--- src/mmio_pkg.sv ---
`default_nettype none

package mmio_pkg;

  // Bus widths
  localparam int DWIDTH = 32;
  localparam int AWIDTH = 32;

  // Register map
  localparam logic [AWIDTH-1:0] ADDR_UART_STAT = 32'h8000_0000;
  localparam logic [AWIDTH-1:0] ADDR_UART_RX   = 32'h8000_0004;
  localparam logic [AWIDTH-1:0] ADDR_UART_TX   = 32'h8000_0008;
  localparam logic [AWIDTH-1:0] ADDR_CYCLE_CNT = 32'h8000_0010;
  localparam logic [AWIDTH-1:0] ADDR_INST_CNT  = 32'h8000_0014;
  localparam logic [AWIDTH-1:0] ADDR_CNT_RST   = 32'h8000_0018;

  // Serial timing, kept short for simulation
  localparam int CLKS_PER_BIT = 8;
  localparam int BAUD_W = $clog2(CLKS_PER_BIT);
  localparam logic [BAUD_W-1:0] BAUD_LAST = BAUD_W'(CLKS_PER_BIT - 1);
  localparam logic [BAUD_W-1:0] BAUD_HALF = BAUD_W'(CLKS_PER_BIT / 2 - 1);

  // Start bit, 8 data bits, stop bit
  localparam int UART_FRAME_BITS = 10;
  localparam logic [3:0] TX_LAST_BIT = 4'(UART_FRAME_BITS - 1);
  localparam logic [2:0] RX_LAST_DATA = 3'd7;

  // Receiver FSM encoding
  localparam logic [1:0] RX_IDLE  = 2'd0;
  localparam logic [1:0] RX_START = 2'd1;
  localparam logic [1:0] RX_DATA  = 2'd2;
  localparam logic [1:0] RX_STOP  = 2'd3;

  // Load/store request from the processor
  typedef struct packed {
    logic [AWIDTH-1:0] addr;
    logic [DWIDTH-1:0] wdata;
    logic              re;
    logic              we;
  } mmio_req_t;

  // Decoder to UART strobes
  typedef struct packed {
    logic       tx_valid;
    logic [7:0] tx_byte;
    logic       rx_ready;
  } uart_ctrl_t;

  // UART status back to the decoder
  typedef struct packed {
    logic       tx_ready;
    logic       rx_valid;
    logic [7:0] rx_byte;
  } uart_stat_t;

endpackage

`default_nettype wire

--- src/mmio_decode.sv ---
`timescale 1ns/10ps
`default_nettype none

module mmio_decode (
  input  mmio_pkg::mmio_req_t              req,
  input  mmio_pkg::uart_stat_t             uart_stat,
  input  logic [mmio_pkg::DWIDTH-1:0]      cycle_cnt,
  input  logic [mmio_pkg::DWIDTH-1:0]      inst_cnt,
  output mmio_pkg::uart_ctrl_t             uart_ctrl,
  output logic                             cnt_clear,
  output logic [mmio_pkg::DWIDTH-1:0]      rdata
);

  logic hit_stat;
  logic hit_rx;
  logic hit_tx;
  logic hit_cycle;
  logic hit_inst;
  logic hit_cnt_rst;
  logic rx_pop;

  // Address match per register
  assign hit_stat    = (req.addr == mmio_pkg::ADDR_UART_STAT);
  assign hit_rx      = (req.addr == mmio_pkg::ADDR_UART_RX);
  assign hit_tx      = (req.addr == mmio_pkg::ADDR_UART_TX);
  assign hit_cycle   = (req.addr == mmio_pkg::ADDR_CYCLE_CNT);
  assign hit_inst    = (req.addr == mmio_pkg::ADDR_INST_CNT);
  assign hit_cnt_rst = (req.addr == mmio_pkg::ADDR_CNT_RST);

  // A pop only returns data when a byte is actually held
  assign rx_pop = uart_ctrl.rx_ready && uart_stat.rx_valid;

  // Peripheral strobes
  always_comb begin
    uart_ctrl.tx_byte  = req.wdata[7:0];
    // Busy transmitter drops the write
    uart_ctrl.tx_valid = hit_tx && req.we && uart_stat.tx_ready;
    uart_ctrl.rx_ready = hit_rx && req.re;
    cnt_clear          = hit_cnt_rst && req.we;
  end

  // Read data select, counters first
  always_comb begin
    if (hit_cycle) begin
      rdata = cycle_cnt;
    end else if (hit_inst) begin
      rdata = inst_cnt;
    end else if (rx_pop) begin
      rdata = {{(mmio_pkg::DWIDTH - 8){1'b0}}, uart_stat.rx_byte};
    end else if (hit_stat) begin
      rdata = {{(mmio_pkg::DWIDTH - 2){1'b0}}, uart_stat.rx_valid, uart_stat.tx_ready};
    end else begin
      rdata = '0;
    end
  end

endmodule

`default_nettype wire

--- src/uart_tx.sv ---
`timescale 1ns/10ps
`default_nettype none

module uart_tx (
  input  logic                 clk,
  input  logic                 rst,
  input  mmio_pkg::uart_ctrl_t uart_ctrl,
  output logic                 tx_ready,
  output logic                 txd
);

  logic                        busy;
  logic [mmio_pkg::BAUD_W-1:0] baud_cnt;
  logic [3:0]                  bit_idx;
  logic [9:0]                  frame;
  logic                        start;
  logic                        bit_end;

  assign start   = !busy && uart_ctrl.tx_valid;
  assign bit_end = busy && (baud_cnt == mmio_pkg::BAUD_LAST);

  assign tx_ready = !busy;
  // Line idles high between frames
  assign txd = busy ? frame[0] : 1'b1;

  // Bit timing and frame sequencing
  always_ff @(posedge clk) begin
    if (rst) begin
      busy     <= 1'b0;
      baud_cnt <= '0;
      bit_idx  <= '0;
    end else if (start) begin
      busy     <= 1'b1;
      baud_cnt <= '0;
      bit_idx  <= '0;
    end else if (bit_end) begin
      baud_cnt <= '0;
      if (bit_idx == mmio_pkg::TX_LAST_BIT) begin
        // Stop bit done
        busy <= 1'b0;
      end else begin
        bit_idx <= bit_idx + 4'd1;
      end
    end else if (busy) begin
      baud_cnt <= baud_cnt + 1'b1;
    end
  end

  // Frame shifter, LSB goes out first
  always_ff @(posedge clk) begin
    if (start) begin
      frame <= {1'b1, uart_ctrl.tx_byte, 1'b0};
    end else if (bit_end) begin
      frame <= {1'b1, frame[9:1]};
    end
  end

endmodule

`default_nettype wire

--- src/uart_rx.sv ---
`timescale 1ns/10ps
`default_nettype none

module uart_rx (
  input  logic       clk,
  input  logic       rst,
  input  logic       rxd,
  input  logic       rx_ready,
  output logic       rx_valid,
  output logic [7:0] rx_byte
);

  logic                        rxd_meta;
  logic                        rxd_sync;
  logic                        rxd_prev;
  logic [1:0]                  state;
  logic [mmio_pkg::BAUD_W-1:0] baud_cnt;
  logic [2:0]                  bit_idx;
  logic [7:0]                  shift;
  logic                        frame_done;

  // Two-flop synchroniser plus one more stage for edge detect
  always_ff @(posedge clk) begin
    if (rst) begin
      rxd_meta <= 1'b1;
      rxd_sync <= 1'b1;
      rxd_prev <= 1'b1;
    end else begin
      rxd_meta <= rxd;
      rxd_sync <= rxd_meta;
      rxd_prev <= rxd_sync;
    end
  end

  // Good stop bit seen at mid-bit
  assign frame_done = (state == mmio_pkg::RX_STOP) && (baud_cnt == mmio_pkg::BAUD_LAST) &&
                      rxd_sync;

  always_ff @(posedge clk) begin
    if (rst) begin
      state    <= mmio_pkg::RX_IDLE;
      baud_cnt <= '0;
      bit_idx  <= '0;
    end else begin
      case (state)
        mmio_pkg::RX_IDLE: begin
          baud_cnt <= '0;
          if (rxd_prev && !rxd_sync) begin
            state <= mmio_pkg::RX_START;
          end
        end
        mmio_pkg::RX_START: begin
          if (baud_cnt == mmio_pkg::BAUD_HALF) begin
            baud_cnt <= '0;
            bit_idx  <= '0;
            // Glitch, not a real start bit
            state    <= rxd_sync ? mmio_pkg::RX_IDLE : mmio_pkg::RX_DATA;
          end else begin
            baud_cnt <= baud_cnt + 1'b1;
          end
        end
        mmio_pkg::RX_DATA: begin
          if (baud_cnt == mmio_pkg::BAUD_LAST) begin
            baud_cnt <= '0;
            if (bit_idx == mmio_pkg::RX_LAST_DATA) begin
              state <= mmio_pkg::RX_STOP;
            end else begin
              bit_idx <= bit_idx + 3'd1;
            end
          end else begin
            baud_cnt <= baud_cnt + 1'b1;
          end
        end
        default: begin
          // Framing error just drops the byte
          if (baud_cnt == mmio_pkg::BAUD_LAST) begin
            state <= mmio_pkg::RX_IDLE;
          end else begin
            baud_cnt <= baud_cnt + 1'b1;
          end
        end
      endcase
    end
  end

  // Data bits arrive LSB first
  always_ff @(posedge clk) begin
    if ((state == mmio_pkg::RX_DATA) && (baud_cnt == mmio_pkg::BAUD_LAST)) begin
      shift <= {rxd_sync, shift[7:1]};
    end
    if (frame_done) begin
      rx_byte <= shift;
    end
  end

  // Held until popped; a new frame wins over a pop
  always_ff @(posedge clk) begin
    if (rst) begin
      rx_valid <= 1'b0;
    end else if (frame_done) begin
      rx_valid <= 1'b1;
    end else if (rx_ready) begin
      rx_valid <= 1'b0;
    end
  end

endmodule

`default_nettype wire

--- src/perf_counters.sv ---
`timescale 1ns/10ps
`default_nettype none

module perf_counters (
  input  logic                        clk,
  input  logic                        rst,
  input  logic                        clear,
  input  logic                        inst_retired,
  output logic [mmio_pkg::DWIDTH-1:0] cycle_cnt,
  output logic [mmio_pkg::DWIDTH-1:0] inst_cnt
);

  // Free-running cycle count, wraps at the top
  always_ff @(posedge clk) begin
    if (rst || clear) begin
      cycle_cnt <= '0;
    end else begin
      cycle_cnt <= cycle_cnt + 1'b1;
    end
  end

  // One count per retired instruction
  always_ff @(posedge clk) begin
    if (rst || clear) begin
      inst_cnt <= '0;
    end else if (inst_retired) begin
      inst_cnt <= inst_cnt + 1'b1;
    end
  end

endmodule

`default_nettype wire

--- src/mmio_subsystem.sv ---
`timescale 1ns/10ps
`default_nettype none

module mmio_subsystem (
  input  logic                        clk,
  input  logic                        rst,
  input  mmio_pkg::mmio_req_t         req,
  input  logic                        inst_retired,
  input  logic                        uart_rxd,
  output logic [mmio_pkg::DWIDTH-1:0] rdata,
  output logic                        uart_txd
);

  mmio_pkg::uart_ctrl_t        uart_ctrl;
  mmio_pkg::uart_stat_t        uart_stat;
  logic                        cnt_clear;
  logic [mmio_pkg::DWIDTH-1:0] cycle_cnt;
  logic [mmio_pkg::DWIDTH-1:0] inst_cnt;
  logic                        tx_ready;
  logic                        rx_valid;
  logic [7:0]                  rx_byte;

  // UART status bundle for the decoder
  assign uart_stat = '{tx_ready: tx_ready, rx_valid: rx_valid, rx_byte: rx_byte};

  mmio_decode mmio_decode_i (
    .req       (req),
    .uart_stat (uart_stat),
    .cycle_cnt (cycle_cnt),
    .inst_cnt  (inst_cnt),
    .uart_ctrl (uart_ctrl),
    .cnt_clear (cnt_clear),
    .rdata     (rdata)
  );

  uart_tx uart_tx_i (
    .clk       (clk),
    .rst       (rst),
    .uart_ctrl (uart_ctrl),
    .tx_ready  (tx_ready),
    .txd       (uart_txd)
  );

  uart_rx uart_rx_i (
    .clk      (clk),
    .rst      (rst),
    .rxd      (uart_rxd),
    .rx_ready (uart_ctrl.rx_ready),
    .rx_valid (rx_valid),
    .rx_byte  (rx_byte)
  );

  perf_counters perf_counters_i (
    .clk          (clk),
    .rst          (rst),
    .clear        (cnt_clear),
    .inst_retired (inst_retired),
    .cycle_cnt    (cycle_cnt),
    .inst_cnt     (inst_cnt)
  );

endmodule

`default_nettype wire

--- config.mk ---
export PLATFORM = sky130hd
export DESIGN_NAME = mmio_subsystem
export DESIGN_NICKNAME = d
export VERILOG_FILES = /design/src/mmio_pkg.sv /design/src/mmio_decode.sv /design/src/uart_tx.sv /design/src/uart_rx.sv /design/src/perf_counters.sv /design/src/mmio_subsystem.sv
export SDC_FILE = /design/constraint.sdc
export NUM_CORES = 1
export LEC_CHECK = 0
export BUFFER_PORTS_ARGS = -buffer_cell sky130_fd_sc_hd__buf_2
export CORE_MARGIN = 1.5
export CORE_UTILIZATION = 40
export DETAILED_ROUTE_END_ITERATION = 10
export PLACE_DENSITY = 0.61
export SLEW_MARGIN = 15
export SYNTH_ARGS = -nofsm -noshare
export SYNTH_HDL_FRONTEND = slang
export SYNTH_SLANG_ARGS = --single-unit
--- constraint.sdc ---
create_clock -name clk -period 2.65 [get_ports clk]
set_clock_uncertainty 0.1 [all_clocks]
set_input_delay 0.1325 -clock clk [delete_from_list [all_inputs] [get_ports clk]]
set_output_delay 0.1325 -clock clk [all_outputs]
set_load 0.1 [all_outputs]
==> results.sh <==
export IMPL_yosys_warnings=0
export IMPL_worst_pin_slew_ns=0.6012
export IMPL_num_antenna_cells=0
export IMPL_grt_max_degree=65
export IMPL_grt_pass1_vias=4114
export IMPL_viasPerCell=5.190
export IMPL_slew_headroom_pct=59.77
export IMPL_critPathLaunch="req[43]"
export IMPL_cp_end_kind="output pin"
export IMPL_netlist_instances=546
export IMPL_synth_edff_count=24
export IMPL_drt_wl_total_um=11530
export IMPL_cts_root_buf="clkbuf_16"
export IMPL_die_x_um=116.9
export IMPL_hold_slack_ns=0.03732
export IMPL_track_usage_pct=18.05
export IMPL_rows=41
export IMPL_final_cells=807
export IMPL_cts_max_level=3
export IMPL_start_util_pct=41.09
export IMPL_final_max_slew_viol_count=0
export IMPL_routedWlPerCell_um=14.29
export IMPL_gp_congestion=0.7892
export IMPL_grt_overflow_total=0
export IMPL_critical_path_peak_fanout=32
export IMPL_period_minus_slack_ns=2.264
export IMPL_arrival_ns=2.03
export IMPL_max_freq_mhz=441.6
export IMPL_ir_drop_v=0.0003497
export IMPL_startpoint_type="primary input"
export IMPL_rsz0062_at_grt="no"
export IMPL_synth_avg_cell_area_um2=9.496
export IMPL_yosysUniqueCellTypes=43
export IMPL_fin_nets=713
export IMPL_clk_pin_slew_worst_paths_ns=0.06
export IMPL_synth_nets=629
export IMPL_drt_first_pass_iters=4
export IMPL_synth_main_ff_cell="dfxtp_1"
export IMPL_r2r_start="uart_tx_i.baud_cnt[0]"
export IMPL_core_um2=12620
export IMPL_worstHoldStart="inst_retired"
export IMPL_setup_viol=0
export IMPL_numPortBuffers=78
export IMPL_die_y_um=116.9
export IMPL_synth_seq_area_share_pct=46.72
export IMPL_antenna_found_initial=0
export IMPL_final_layout_size_suffix_gt1_share_pct=19.69
export IMPL_drc=0
export IMPL_ys_ff_latch=109
export IMPL_cp_required_ns=2.42
export IMPL_drtIter0Drc=184
export IMPL_cts_buffers=9
export IMPL_synthArstFlopShare_pct=0
export IMPL_io_pins=103
export IMPL_placed_cells=782
export IMPL_final_common_cell="nor2_1"
export IMPL_ant_nets=0
export IMPL_area_growth_pct=29.10
export IMPL_vias=4188
export IMPL_timing_worst_setup_path_type="primary input to output pin"
export IMPL_clk_latency_ns=0.35
export IMPL_hpwl_um=8264
export IMPL_cts_path_max_buffers=2
export IMPL_worstHoldPathType="primary input to flop"
export IMPL_status="finished, final reports clean"
export IMPL_netlist_area_um2=5185
export IMPL_dieArea_um2=13650
export IMPL_hold_viol_final=0
export IMPL_r2r_slack_ns=0.58
export IMPL_cap_viol_max_count=0
export IMPL_power_leakage_nw=2.439
export IMPL_tritoncts="done"
export IMPL_grt_pass1_wl_um=19260
export IMPL_final_core_util_pct=53.04
export IMPL_power_density_nw_per_um2=479.6
export IMPL_period_share_pct=85.45
export IMPL_mostFrequentLayoutCells="88 x nor2_1, 85 x dfxtp_1, 46 x buf_2"
export IMPL_fin_setup_tns_ns=0
export IMPL_cts_sink_count=109
critical path: stages:
cell and delay, ns:
buf_2 0.09, nor4_1 0.24, and4_1 0.24, nand4_2 0.27, nor4_4 0.35, buf_12 0.24, a21o_1 0.24, buf_12 0.20
worst paths after layout:
path                                                    end  cells past startpoint
worst max-delay path                               rdata[0]                      8
worst min-delay path            perf_counters_i.inst_cnt[1]                      3
worst max register to register         uart_tx_i.bit_idx[1]                      6
worst min register to register           uart_rx_i.rxd_sync                      1
registers in the layout (all words and copies together) (netlist names):
| signal | cells |
|---|---|
| perf_counters_i.cycle_cnt | 32 |
| uart_rx_i.rx_valid | 1 |
| uart_rx_i.rxd_meta | 1 |
| uart_rx_i.rxd_prev | 1 |
| uart_tx_i.busy | 1 |
| uart_rx_i.rxd_sync | 1 |
| uart_tx_i.bit_idx | 4 |
| uart_rx_i.state | 2 |
| uart_tx_i.baud_cnt | 3 |
| uart_rx_i.bit_idx | 3 |
| uart_rx_i.shift | 8 |
| uart_rx_i.baud_cnt | 3 |
| uart_rx_i.rx_byte | 8 |
| perf_counters_i.inst_cnt | 32 |
| uart_tx_i.frame | 9 |
per-stage QoR:
stage,power [mW],setup WS (ns),cell area (µm²)
3_5_place_dp,1.849,0.3687,6290
3_3_place_gp,1.844,0.3674,6290
4_1_cts,3.253,0.3725,6694
2_1_floorplan,1.803,0.2136,5223
5_1_grt,3.324,0.2104,6694
6_report,3.210,0.3857,6694
layer usage:
layer	up-vias	global-route usage, %	routed length [µm]
li1	2113	-	-
met1	1996	22.60	5397
met2	68	30.99	5643
met3	11	4.737	373
met4	0	4.819	120
met5	-	0	0
timing repair:
item | CTS | global route
setup buffers | 0 | 0
hold endpoints to repair | 9 | 0
hold buffers | 9 | 0
resized for setup | 0 | 0
report_power, final:
part | internal (mW) | switching [mW]
clock network | 0.811 | 0.579
registers | 1.70 | 0.0144
logic | 0.0525 | 0.0555
total | 2.56 | 0.649
cell families (layout without fill, tap and decap cells):
group                    Yosys count  in the layout  synth area share [%]
adder cells (fa/ha/maj)           13             13                 3.137
AND/OR/NAND/NOR                  245            245                 23.75
flip-flops                       109            109                 46.72
AO/OA/AOI/OAI                     73             73                 11.17
XOR/XNOR                          64             64                 10.81
multiplexers                       3              3                0.5792
buffers and inverters             39            128                 3.837
cell type report:
cell class | count | area (µm²)
clock buffer | 13 | 270.3
clock inverter | 3 | 43.79
fill | 1150 | 5926
inverter | 14 | 52.55
multi-input combinational | 398 | 2621
sequential | 109 | 2422
tap | 172 | 215.2
timing repair buffer | 98 | 1069
Yosys cell counts, types with 3 or more instances:
| cell type | number | area [µm²] |
|---|---|---|
| a22oi_1 | 8 | 60.06 |
| dfxtp_1 | 85 | 1702 |
| mux2i_1 | 3 | 30.03 |
| a22o_1 | 31 | 271.5 |
| nor2_1 | 88 | 330.3 |
| nand2b_1 | 3 | 18.77 |
| ha_1 | 13 | 162.7 |
| buf_2 | 6 | 30.03 |
| or2_2 | 6 | 37.54 |
| nand2_1 | 32 | 120.1 |
| edfxtp_1 | 24 | 720.7 |
| nand3_1 | 30 | 150.1 |
| nand4_1 | 25 | 156.4 |
| o2bb2ai_1 | 6 | 52.55 |
| and2_1 | 4 | 25.02 |
| inv_1 | 14 | 52.55 |
| nor4_2 | 3 | 37.54 |
| xnor2_1 | 19 | 166.4 |
| clkbuf_1 | 13 | 48.80 |
| nor3_1 | 21 | 105.1 |
| and4_1 | 6 | 52.55 |
| nor2b_1 | 3 | 18.77 |
| and3_1 | 4 | 25.02 |
| xor2_1 | 45 | 394.1 |
| a21oi_1 | 12 | 60.06 |
| buf_6 | 6 | 67.56 |
| nor4_1 | 11 | 68.82 |
| a21o_1 | 4 | 30.03 |
Note: power is estimated with default switching activity, not from simulation.
